===== config.mk =====
export PLATFORM = sky130hd
export DESIGN_NAME = i2c_target_top
export DESIGN_NICKNAME = d
export VERILOG_FILES = /design/src/design/i2c_target_pkg.sv /design/src/design/i2c_target_top.sv /design/src/design/i2c_target_fsm.sv /design/src/design/i2c_byte_fifo.sv /design/src/design/i2c_bus_monitor.sv
export SDC_FILE = /design/constraint.sdc
export NUM_CORES = 1
export LEC_CHECK = 0
export ABC_AREA = 1
export BUFFER_PORTS_ARGS = -buffer_cell sky130_fd_sc_hd__buf_2
export CORE_UTILIZATION = 32
export CTS_CLUSTER_DIAMETER = 30
export DETAILED_ROUTE_END_ITERATION = 16
export HOLD_SLACK_MARGIN = 0.08
export PLACE_DENSITY_LB_ADDON = 0.08
export SLEW_MARGIN = 5
export SYNTH_ARGS = -nofsm -noshare
export SYNTH_HDL_FRONTEND = slang
export SYNTH_SLANG_ARGS = --single-unit

===== constraint.sdc =====
create_clock -name clk_i -period 2.51 [get_ports clk_i]
set_clock_uncertainty 0.1 [all_clocks]
set_input_delay 0.502 -clock clk_i [delete_from_list [all_inputs] [get_ports clk_i]]
set_output_delay 0.502 -clock clk_i [all_outputs]
set_load 0.02 [all_outputs]

===== src/design/i2c_target_pkg.sv =====
package i2c_target_pkg;

  // kind of an acquisition entry
  typedef enum logic [1:0] {
    ACQ_START   = 2'd0,  // address byte after start
    ACQ_DATA    = 2'd1,  // write byte from the host
    ACQ_RESTART = 2'd2,  // address byte after repeated start
    ACQ_STOP    = 2'd3   // stop, data is zero
  } acq_tag_e;

  // address byte as seen on the wire, msb first
  typedef struct packed {
    logic [6:0] addr;  // 7-bit target address
    logic       rnw;   // 1 = host reads
  } acq_addr_t;

  // one byte, decoded by the tag
  typedef union packed {
    acq_addr_t  addr;       // ACQ_START / ACQ_RESTART
    logic [7:0] data_byte;  // ACQ_DATA, zero for ACQ_STOP
  } acq_data_u;

  typedef struct packed {
    acq_tag_e  tag;
    acq_data_u data;
  } acq_entry_t;

  localparam int AcqWidth = $bits(acq_entry_t);  // 10

  // monitor to fsm, strobes are one cycle wide
  typedef struct packed {
    logic scl_rise;  // strobe
    logic scl_fall;  // strobe
    logic start;     // strobe, sda fell with scl high
    logic stop;      // strobe, sda rose with scl high
    logic scl;       // registered level
    logic sda;       // registered level
  } bus_event_t;

endpackage

===== src/design/i2c_target_top.sv =====
`timescale 1ns/100ps

module i2c_target_top #(
  parameter  int AcqDepth = 8,
  parameter  int TxDepth  = 4,
  localparam int AcqLvlW  = $clog2(AcqDepth + 1)
) (
  input  logic                       clk_i,
  input  logic                       rst_ni,
  input  logic                       scl_i,
  input  logic                       sda_i,
  input  logic                       target_enable_i,
  input  logic [6:0]                 target_address0_i,
  input  logic [6:0]                 target_mask0_i,
  input  logic [6:0]                 target_address1_i,
  input  logic [6:0]                 target_mask1_i,
  input  logic [15:0]                thd_dat_i,
  input  logic                       tx_wr_i,      // push one tx byte
  input  logic [7:0]                 tx_wdata_i,
  input  logic                       acq_rd_i,     // pop one acq entry
  output logic                       scl_o,        // open drain, 0 = pull low
  output logic                       sda_o,
  output i2c_target_pkg::acq_entry_t acq_rdata_o,
  output logic                       acq_empty_o,
  output logic [AcqLvlW-1:0]         acq_level_o,
  output logic                       target_idle_o,
  output logic                       target_rnw_o,
  output logic                       event_cmd_complete_o,
  output logic                       event_stretch_o
);

  i2c_target_pkg::bus_event_t bus;
  i2c_target_pkg::acq_entry_t acq_wdata;
  logic                       acq_push;
  logic                       acq_full;
  logic                       tx_pop;
  logic                       tx_empty;
  logic [7:0]                 tx_rdata;

  i2c_bus_monitor u_monitor (
    .clk_i  (clk_i),
    .rst_ni (rst_ni),
    .scl_i  (scl_i),
    .sda_i  (sda_i),
    .bus_o  (bus)
  );

  i2c_target_fsm u_fsm (
    .clk_i                (clk_i),
    .rst_ni               (rst_ni),
    .bus_i                (bus),
    .target_enable_i      (target_enable_i),
    .target_address0_i    (target_address0_i),
    .target_mask0_i       (target_mask0_i),
    .target_address1_i    (target_address1_i),
    .target_mask1_i       (target_mask1_i),
    .thd_dat_i            (thd_dat_i),
    .tx_empty_i           (tx_empty),
    .tx_rdata_i           (tx_rdata),
    .acq_full_i           (acq_full),
    .scl_o                (scl_o),
    .sda_o                (sda_o),
    .tx_pop_o             (tx_pop),
    .acq_push_o           (acq_push),
    .acq_wdata_o          (acq_wdata),
    .target_idle_o        (target_idle_o),
    .target_rnw_o         (target_rnw_o),
    .event_cmd_complete_o (event_cmd_complete_o),
    .event_stretch_o      (event_stretch_o)
  );

  // tagged log of the bus, read by the controller
  i2c_byte_fifo #(
    .Width (i2c_target_pkg::AcqWidth),
    .Depth (AcqDepth)
  ) u_acq_fifo (
    .clk_i   (clk_i),
    .rst_ni  (rst_ni),
    .wr_i    (acq_push),
    .wdata_i (acq_wdata),
    .rd_i    (acq_rd_i),
    .rdata_o (acq_rdata_o),
    .empty_o (acq_empty_o),
    .full_o  (acq_full),
    .level_o (acq_level_o)
  );

  // read data queue, filled by the controller
  i2c_byte_fifo #(
    .Width (8),
    .Depth (TxDepth)
  ) u_tx_fifo (
    .clk_i   (clk_i),
    .rst_ni  (rst_ni),
    .wr_i    (tx_wr_i),
    .wdata_i (tx_wdata_i),
    .rd_i    (tx_pop),
    .rdata_o (tx_rdata),
    .empty_o (tx_empty),
    .full_o  (),
    .level_o ()
  );

endmodule


===== src/design/i2c_target_fsm.sv =====
`timescale 1ns/100ps

module i2c_target_fsm (
  input  logic                       clk_i,
  input  logic                       rst_ni,
  input  i2c_target_pkg::bus_event_t bus_i,              // from the bus monitor
  input  logic                       target_enable_i,
  input  logic [6:0]                 target_address0_i,
  input  logic [6:0]                 target_mask0_i,     // 1 = bit compared
  input  logic [6:0]                 target_address1_i,
  input  logic [6:0]                 target_mask1_i,
  input  logic [15:0]                thd_dat_i,          // sda hold after scl fall, clocks
  input  logic                       tx_empty_i,
  input  logic [7:0]                 tx_rdata_i,         // tx queue head
  input  logic                       acq_full_i,
  output logic                       scl_o,              // 0 = pull low
  output logic                       sda_o,              // 0 = pull low
  output logic                       tx_pop_o,
  output logic                       acq_push_o,
  output i2c_target_pkg::acq_entry_t acq_wdata_o,
  output logic                       target_idle_o,
  output logic                       target_rnw_o,
  output logic                       event_cmd_complete_o,
  output logic                       event_stretch_o
);

  typedef enum logic [2:0] {
    ST_IDLE,
    ST_ADDR,
    ST_ADDR_ACK,
    ST_WR_BYTE,
    ST_WR_ACK,
    ST_RD_BYTE,
    ST_RD_ACK,
    ST_STRETCH
  } state_e;

  state_e                     state_q;
  state_e                     ret_state_q;   // where to go when stretch ends
  state_e                     fall_state;
  logic [3:0]                 bit_cnt_q;     // 0..7 bits, 8..10 ack slot phases
  logic [3:0]                 ret_cnt_q;
  logic [3:0]                 fall_cnt;
  logic [7:0]                 shift_q;
  logic [7:0]                 byte_next;     // shift_q with the sampled bit
  logic                       active_q;      // inside a matched transaction
  logic                       restart_q;     // current address follows a restart
  logic                       rnw_q;
  logic                       nack_q;        // host nack on last read byte
  logic                       sda_q;
  logic                       sda_pend_q;    // value waiting for hold time
  logic                       hold_act_q;
  logic [15:0]                hold_cnt_q;
  logic                       ret_sda_q;
  logic                       ret_load_q;
  logic                       fall_sda;
  logic                       fall_load;     // tx byte loaded at this fall
  logic                       stretch_req;
  logic                       tx_pop_q;
  logic                       cmd_cpl_q;
  logic                       addr_match;
  logic                       due;           // acquisition entry produced this cycle
  logic                       push_pend;
  logic                       push_due;
  logic                       pend_q;        // entry waiting for fifo space
  logic                       acq_push_q;
  i2c_target_pkg::acq_addr_t  rx_addr;
  i2c_target_pkg::acq_entry_t due_entry;
  i2c_target_pkg::acq_entry_t pend_entry_q;
  i2c_target_pkg::acq_entry_t acq_wdata_q;

  function automatic logic addr_hit(input logic [6:0] addr, input logic [6:0] tgt,
                                    input logic [6:0] mask);
    return ((addr ^ tgt) & mask) == 7'd0;  // mask 0 bits are don't care
  endfunction

  assign byte_next  = {shift_q[6:0], bus_i.sda};
  assign rx_addr    = i2c_target_pkg::acq_addr_t'(byte_next);
  assign addr_match = addr_hit(rx_addr.addr, target_address0_i, target_mask0_i) |
                      addr_hit(rx_addr.addr, target_address1_i, target_mask1_i);

  // entries to log
  always_comb begin
    due                      = 1'b0;
    due_entry.tag            = i2c_target_pkg::ACQ_STOP;
    due_entry.data.data_byte = 8'h00;
    if (bus_i.stop && active_q) begin
      due = 1'b1;  // stop closes our transaction
    end else if (bus_i.scl_rise && bit_cnt_q == 4'd7) begin
      if (state_q == ST_ADDR && addr_match) begin
        due                 = 1'b1;
        due_entry.tag       = i2c_target_pkg::ACQ_START;
        due_entry.data.addr = rx_addr;
        if (restart_q) begin
          due_entry.tag = i2c_target_pkg::ACQ_RESTART;
        end
      end else if (state_q == ST_WR_BYTE) begin
        due                      = 1'b1;
        due_entry.tag            = i2c_target_pkg::ACQ_DATA;
        due_entry.data.data_byte = byte_next;
      end
    end
  end

  // what an scl fall does in each state
  always_comb begin
    fall_state = state_q;
    fall_cnt   = bit_cnt_q;
    fall_sda   = 1'b1;  // released unless driven below
    fall_load  = 1'b0;
    unique case (state_q)
      ST_ADDR_ACK, ST_WR_ACK: begin
        if (bit_cnt_q == 4'd8) begin
          fall_cnt = 4'd9;  // ack slot starts, pull sda
          fall_sda = 1'b0;
        end else if (state_q == ST_ADDR_ACK && rnw_q) begin
          fall_state = ST_RD_BYTE;
          fall_cnt   = 4'd0;
          fall_load  = 1'b1;
          fall_sda   = tx_rdata_i[7];
        end else begin
          fall_state = ST_WR_BYTE;
          fall_cnt   = 4'd0;
        end
      end
      ST_RD_BYTE: fall_sda = shift_q[6];  // next bit, msb first
      ST_RD_ACK: begin
        if (bit_cnt_q == 4'd8) begin
          fall_cnt = 4'd9;  // release for host ack
        end else if (bit_cnt_q == 4'd10 && !nack_q) begin
          fall_state = ST_RD_BYTE;
          fall_cnt   = 4'd0;
          fall_load  = 1'b1;
          fall_sda   = tx_rdata_i[7];
        end
      end
      default: ;
    endcase
  end

  assign stretch_req = (pend_q & acq_full_i) | (fall_load & tx_empty_i);

  always_ff @(posedge clk_i) begin
    if (!rst_ni) begin
      state_q     <= ST_IDLE;
      ret_state_q <= ST_IDLE;
      bit_cnt_q   <= 4'd0;
      ret_cnt_q   <= 4'd0;
      shift_q     <= 8'h00;
      active_q    <= 1'b0;
      restart_q   <= 1'b0;
      rnw_q       <= 1'b0;
      nack_q      <= 1'b0;
      sda_q       <= 1'b1;
      sda_pend_q  <= 1'b1;
      hold_act_q  <= 1'b0;
      hold_cnt_q  <= 16'd0;
      ret_sda_q   <= 1'b1;
      ret_load_q  <= 1'b0;
      tx_pop_q    <= 1'b0;
      cmd_cpl_q   <= 1'b0;
    end else begin
      tx_pop_q  <= 1'b0;
      cmd_cpl_q <= bus_i.stop & active_q;
      if (hold_act_q) begin  // hold timer, sda moves when it runs out
        hold_cnt_q <= hold_cnt_q - 16'd1;
        if (hold_cnt_q == 16'd1) begin
          sda_q      <= sda_pend_q;
          hold_act_q <= 1'b0;
        end
      end
      if (bus_i.stop) begin
        state_q    <= ST_IDLE;
        active_q   <= 1'b0;
        rnw_q      <= 1'b0;
        sda_q      <= 1'b1;
        hold_act_q <= 1'b0;
      end else if (bus_i.start) begin
        state_q    <= target_enable_i ? ST_ADDR : ST_IDLE;  // disabled target stays idle
        bit_cnt_q  <= 4'd0;
        restart_q  <= active_q;
        sda_q      <= 1'b1;
        hold_act_q <= 1'b0;
      end else if (state_q == ST_STRETCH) begin
        // line still held low by us, release once the cause is gone
        if (!pend_q && !(ret_load_q && tx_empty_i) && !bus_i.scl) begin
          state_q   <= ret_state_q;
          bit_cnt_q <= ret_cnt_q;
          if (ret_load_q) begin
            shift_q  <= tx_rdata_i;
            sda_q    <= tx_rdata_i[7];
            tx_pop_q <= 1'b1;
          end else begin
            sda_q <= ret_sda_q;
          end
        end
      end else if (bus_i.scl_rise && state_q != ST_IDLE) begin
        unique case (state_q)
          ST_ADDR: begin
            shift_q   <= byte_next;
            bit_cnt_q <= bit_cnt_q + 4'd1;
            if (bit_cnt_q == 4'd7) begin
              state_q  <= addr_match ? ST_ADDR_ACK : ST_IDLE;  // no ack on a miss
              active_q <= addr_match;
              rnw_q    <= rx_addr.rnw;
            end
          end
          ST_WR_BYTE: begin
            shift_q   <= byte_next;
            bit_cnt_q <= bit_cnt_q + 4'd1;
            if (bit_cnt_q == 4'd7) begin
              state_q <= ST_WR_ACK;
            end
          end
          ST_RD_BYTE: begin
            bit_cnt_q <= bit_cnt_q + 4'd1;
            if (bit_cnt_q == 4'd7) begin
              state_q <= ST_RD_ACK;
            end
          end
          ST_RD_ACK: begin
            if (bit_cnt_q == 4'd9) begin
              nack_q    <= bus_i.sda;  // host sample point of ack slot
              bit_cnt_q <= 4'd10;
            end
          end
          default: ;
        endcase
      end else if (bus_i.scl_fall && state_q != ST_IDLE) begin
        if (state_q == ST_RD_BYTE) begin
          shift_q <= {shift_q[6:0], 1'b0};
        end
        if (stretch_req) begin
          state_q     <= ST_STRETCH;  // hold scl low from here
          ret_state_q <= fall_state;
          ret_cnt_q   <= fall_cnt;
          ret_sda_q   <= fall_sda;
          ret_load_q  <= fall_load;
          hold_act_q  <= 1'b0;
        end else begin
          state_q   <= fall_state;
          bit_cnt_q <= fall_cnt;
          if (fall_load) begin
            shift_q  <= tx_rdata_i;
            tx_pop_q <= 1'b1;
          end
          if (thd_dat_i == 16'd0) begin
            sda_q      <= fall_sda;
            hold_act_q <= 1'b0;
          end else begin
            hold_cnt_q <= thd_dat_i;
            sda_pend_q <= fall_sda;
            hold_act_q <= 1'b1;
          end
        end
      end
    end
  end

  // acquisition push, a blocked entry waits in pend until space
  assign push_pend = pend_q & ~acq_full_i;
  assign push_due  = due & ~pend_q & ~acq_full_i;

  always_ff @(posedge clk_i) begin
    if (!rst_ni) begin
      pend_q     <= 1'b0;
      acq_push_q <= 1'b0;
    end else begin
      acq_push_q <= push_pend | push_due;
      pend_q     <= (pend_q & acq_full_i) | (due & ~push_due);
    end
  end

  always_ff @(posedge clk_i) begin
    if (push_pend) begin
      acq_wdata_q <= pend_entry_q;
    end else if (push_due) begin
      acq_wdata_q <= due_entry;
    end
    if (due && !push_due) begin
      pend_entry_q <= due_entry;
    end
  end

  assign scl_o                = (state_q != ST_STRETCH);
  assign event_stretch_o      = (state_q == ST_STRETCH);
  assign sda_o                = sda_q;
  assign tx_pop_o             = tx_pop_q;
  assign acq_push_o           = acq_push_q;
  assign acq_wdata_o          = acq_wdata_q;
  assign target_idle_o        = (state_q == ST_IDLE);
  assign target_rnw_o         = rnw_q;
  assign event_cmd_complete_o = cmd_cpl_q;

endmodule


===== src/design/i2c_byte_fifo.sv =====
`timescale 1ns/100ps

module i2c_byte_fifo #(
  parameter  int Width = 8,
  parameter  int Depth = 4,
  localparam int PtrW  = (Depth > 1) ? $clog2(Depth) : 1,
  localparam int LvlW  = $clog2(Depth + 1)
) (
  input  logic             clk_i,
  input  logic             rst_ni,
  input  logic             wr_i,     // push strobe
  input  logic [Width-1:0] wdata_i,
  input  logic             rd_i,     // pop strobe
  output logic [Width-1:0] rdata_o,  // head, shown ahead
  output logic             empty_o,
  output logic             full_o,
  output logic [LvlW-1:0]  level_o
);

  logic [Width-1:0] mem_q [Depth];
  logic [PtrW-1:0]  wr_ptr_q;
  logic [PtrW-1:0]  rd_ptr_q;
  logic [LvlW-1:0]  level_q;
  logic             do_wr;
  logic             do_rd;

  assign empty_o = (level_q == '0);
  assign full_o  = (level_q == LvlW'(Depth));
  assign level_o = level_q;
  assign rdata_o = mem_q[rd_ptr_q];

  assign do_wr = wr_i & ~full_o;   // write to full is dropped
  assign do_rd = rd_i & ~empty_o;  // pop on empty is ignored

  always_ff @(posedge clk_i) begin
    if (!rst_ni) begin
      wr_ptr_q <= '0;
      rd_ptr_q <= '0;
      level_q  <= '0;
    end else begin
      if (do_wr) begin
        wr_ptr_q <= (wr_ptr_q == PtrW'(Depth - 1)) ? '0 : wr_ptr_q + 1'b1;
      end
      if (do_rd) begin
        rd_ptr_q <= (rd_ptr_q == PtrW'(Depth - 1)) ? '0 : rd_ptr_q + 1'b1;
      end
      // level moves only when exactly one side acts
      if (do_wr && !do_rd) begin
        level_q <= level_q + 1'b1;
      end else if (do_rd && !do_wr) begin
        level_q <= level_q - 1'b1;
      end
    end
  end

  always_ff @(posedge clk_i) begin
    if (do_wr) begin
      mem_q[wr_ptr_q] <= wdata_i;
    end
  end

endmodule


===== src/design/i2c_bus_monitor.sv =====
`timescale 1ns/100ps

module i2c_bus_monitor (
  input  logic                       clk_i,
  input  logic                       rst_ni,
  input  logic                       scl_i,  // raw bus clock
  input  logic                       sda_i,  // raw bus data
  output i2c_target_pkg::bus_event_t bus_o   // decoded edges and conditions
);

  logic scl_q;   // first register on the pin
  logic sda_q;
  logic scl_qq;  // previous registered value
  logic sda_qq;

  // idle bus is high on both lines, so reset to 1 to avoid a false edge
  always_ff @(posedge clk_i) begin
    if (!rst_ni) begin
      scl_q  <= 1'b1;
      sda_q  <= 1'b1;
      scl_qq <= 1'b1;
      sda_qq <= 1'b1;
    end else begin
      scl_q  <= scl_i;
      sda_q  <= sda_i;
      scl_qq <= scl_q;   // keep last sample for edge compare
      sda_qq <= sda_q;
    end
  end

  logic scl_high;  // scl stayed high over both samples
  logic sda_fell;
  logic sda_rose;

  assign scl_high = scl_q & scl_qq;
  assign sda_fell = sda_qq & ~sda_q;
  assign sda_rose = ~sda_qq & sda_q;

  always_comb begin
    bus_o.scl_rise = scl_q & ~scl_qq;    // low to high
    bus_o.scl_fall = ~scl_q & scl_qq;    // high to low
    bus_o.start    = scl_high & sda_fell;  // also covers repeated start
    bus_o.stop     = scl_high & sda_rose;
    bus_o.scl      = scl_q;
    bus_o.sda      = sda_q;
  end

endmodule


==> results_dict.tcl <==
set metrics [dict create \
    drive_above_1_share 0.191 \
    finalSetupTns_ps 0 \
    hold_violations 0 \
    slowest_stage "dfxtp_4" \
    startpoint_type "register" \
    leakage_nw 5.33 \
    worstReg2RegEnd "u_acq_fifo.level_o[3]" \
    core_mm2 0.0296 \
    critPathMaxStageDelay_ps 370 \
    synthCells 1096 \
    remaining_drc_errors 0 \
    nets 1328 \
    die-width_um 175 \
    power_density_mw_per_mm2 1010 \
    dp_slack_ps 57.5 \
    r2r-start "u_acq_fifo.level_o[0]" \
    cts_made_buffers 51 \
    overflow 0 \
    diodes 0 \
    seq_area_frac_synth 0.569 \
    critPathKind "reg -> out" \
    drv_slew 0 \
    end_kind "output pin" \
    wl_um 25400 \
    yosysUniqueCellTypes 40 \
    cts.sinks 208 \
    grt_usage 0.170 \
    cts_root_buf "clkbuf_16" \
    critPathMostFrequentCell "nor2_1" \
    drt-pass1-iter-count 4 \
    hold_path.class "in -> reg" \
    io_pins 80 \
    synth_warnings 0 \
    synth_edf_count 132 \
    die_area_mm2 0.0308 \
    wl_per_cell_um 15.1 \
    vias 7821 \
    final.setup.worst_slack_ps 61.5 \
    cts.path.max_buffers 3 \
    fin_crit_sh 0.975 \
    place_area_mm2 0.0107 \
    path_max_fanout 10 \
    die_h_um 175 \
    dpl.hpwl_um 17100 \
    ys_ff_latch 208 \
    status "completed" \
    portBuffers 79 \
    clock_latency_ps 550 \
    hold_depth 3 \
    std_cell_rows 63 \
    dp_cells 1566 \
    clkSlewWorstSetupHoldPaths_ps 40 \
    regArea_mm2 0.00550 \
    reg2reg_depth 15 \
    fillers 2962 \
    netlist_area_mm2 0.00963 \
    worst_slew_pin_slew_ps 1120 \
    grt_pass1_wl_um 41200 \
    total_power_w 0.0130 \
    fmax_mhz 408 \
    critPathRequiredTime_ps 1910 \
    drt-initial-drc-count 417 \
    period_needed_ps 2450 \
    synth_fp_nets 1176 \
    area_growth_pct 34.2 \
    path_cells "inv_6 -> clkbuf_16 -> nor2_1 -> o22ai_1 -> nor2_1 -> a31oi_1 -> buf_4" \
    h-tree-depth 2 \
    synth-async-reset-ratio 0 \
    initial_utilization 0.325 \
    viasPerCell 4.65 \
    syn_area_per_cell_um2 8.79 \
    final_area_mm2 0.0129 \
    setup_viol 0 \
    grt_start_max_net_pins 46 \
    finalNonFillerCells 1681 \
    ff2ff_setup_slack_ps 150 \
    cts_tree "done" \
    grt_pass1_vias 7850 \
    synth-main-ff-cell "edfxtp_1" \
    crit_end "acq_rdata_o[1]" \
    max_cap_viol_count 0 \
    slew-limit-headroom 0.252 \
    rsz0062_at_grt "true" \
    multi_input_area_mm2 0.00371 \
    antenna_left 0 \
    antenna_found_initial 1 \
    arrival_ps 1850 \
    peakVddDrop_uv 618 \
    gp_congestion 0.834 \
]
cell usage after synthesis, types with 4 or more instances:
cell type	count	area (um2)
a211oi_1	5	37.5
o22ai_1	18	113
nand3_1	44	220
buf_2	4	20.0
xor2_1	10	87.6
edfxtp_1	132	3960
a21oi_1	55	275
clkbuf_1	27	101
nor3_1	7	35.0
nor2_1	215	807
nand2_1	193	724
o211a_1	4	40.0
ha_1	19	238
inv_1	102	383
nand4_1	6	37.5
o21ai_0	125	626
dfxtp_1	76	1520
a31oi_1	12	75.1
inv_2	5	18.8
stage by stage:
stage               utilization  hold WS [ps]
floorplan                     -           330
global placement          0.360           343
detailed placement        0.360           348
CTS                       0.432          93.6
global route              0.436           101
finish                    0.436           112
per-layer routing:
metal	wire length (um)	global-route usage	part of all wire
met5	13	0	0.00051
met4	615	0.0576	0.024
met3	1100	0.0364	0.043
met2	12300	0.300	0.48
met1	11400	0.205	0.45
worst max-delay path: cells and delay by family (launching register included):
family / cells / cell delay (ps)
AOI/OAI and AO/OA: 2 / 330
DFF: 1 / 370
and+or+nand+nor: 2 / 150
buffers and inverters: 3 / 440
registers in the layout, summed over array words and instances, names as in the netlist, 2 cells and up, named ones only:
register and flops:
u_tx_fifo.mem_q 32, u_acq_fifo.wr_ptr_q 3, u_fsm.hold_cnt_q 16, u_tx_fifo.rd_ptr_q 2, u_acq_fifo.mem_q 80, u_tx_fifo.level_o 3, u_fsm.bit_cnt_q 4, u_fsm.acq_wdata_o 10
u_fsm.shift_q 7, u_tx_fifo.wr_ptr_q 2, u_fsm.state_q 3, u_fsm.ret_state_q 3, u_acq_fifo.rd_ptr_q 3, u_fsm.pend_entry_q 10, u_fsm.ret_cnt_q 4, u_acq_fifo.level_o 4
area by class of cell:
class                      instances  share of cell area
sequential                       208               0.425
clock buffer                      61               0.102
timing repair buffer             131              0.0743
clock inverter                    35              0.0410
inverter                         108              0.0323
multi-input combinational        748               0.287
tap                              390              0.0378
cell usage in the layout (no fill, tap or decap), types with 6 or more instances in the layout:
cell type	instances
buf_4	40
o22ai_1	14
clkinv_1	7
clkinv_2	7
o21ai_0	112
a31oi_1	10
inv_1	98
bufinv_16	11
nor3_1	6
nand2_1	193
nor2_1	210
edfxtp_1	132
clkbuf_1	9
nand3_1	44
nor2_2	7
o21ai_1	11
xor2_1	10
dfxtp_1	71
clkbuf_16	52
dlygate4sd3_1	12
inv_2	6
nand4_1	6
buf_2	69
clkinvlp_4	6
ha_1	18
a21oi_1	54
logic make-up after synthesis:
logic type	synth area share
AO/OA/AOI/OAI	0.131
adder cells (fa/ha/maj)	0.0288
flip-flops	0.569
AND/OR/NAND/NOR	0.203
buffers and inverters	0.0555
XOR/XNOR	0.0118
worst min path at each step:
stage,end,slack (ps),start
floorplan,u_fsm.ret_cnt_q[3],330,u_fsm.ret_cnt_q[3]
global placement,u_fsm.ret_cnt_q[3],340,u_fsm.ret_cnt_q[3]
detailed placement,u_fsm.ret_cnt_q[3],350,u_fsm.ret_cnt_q[3]
CTS,u_fsm.hold_cnt_q[0],90,thd_dat_i[0]
global route,u_fsm.hold_cnt_q[0],100,thd_dat_i[0]
finish,u_fsm.hold_cnt_q[0],110,thd_dat_i[0]
power by group:
part           total (W)  internal (W)  switching (W)
clock network    0.00694       0.00489        0.00205
logic            0.00225      0.000950        0.00130
registers        0.00386       0.00375       0.000103
what timing repair did:
action,CTS,global route
endpoints found under the setup margin,11,22
hold buffers,12,0
setup buffers,2,3
resized for setup,24,41
gates cloned,2,1
endpoints found under the hold margin,36,0
pin swaps,4,18
Power figures use the tool's default switching activity.
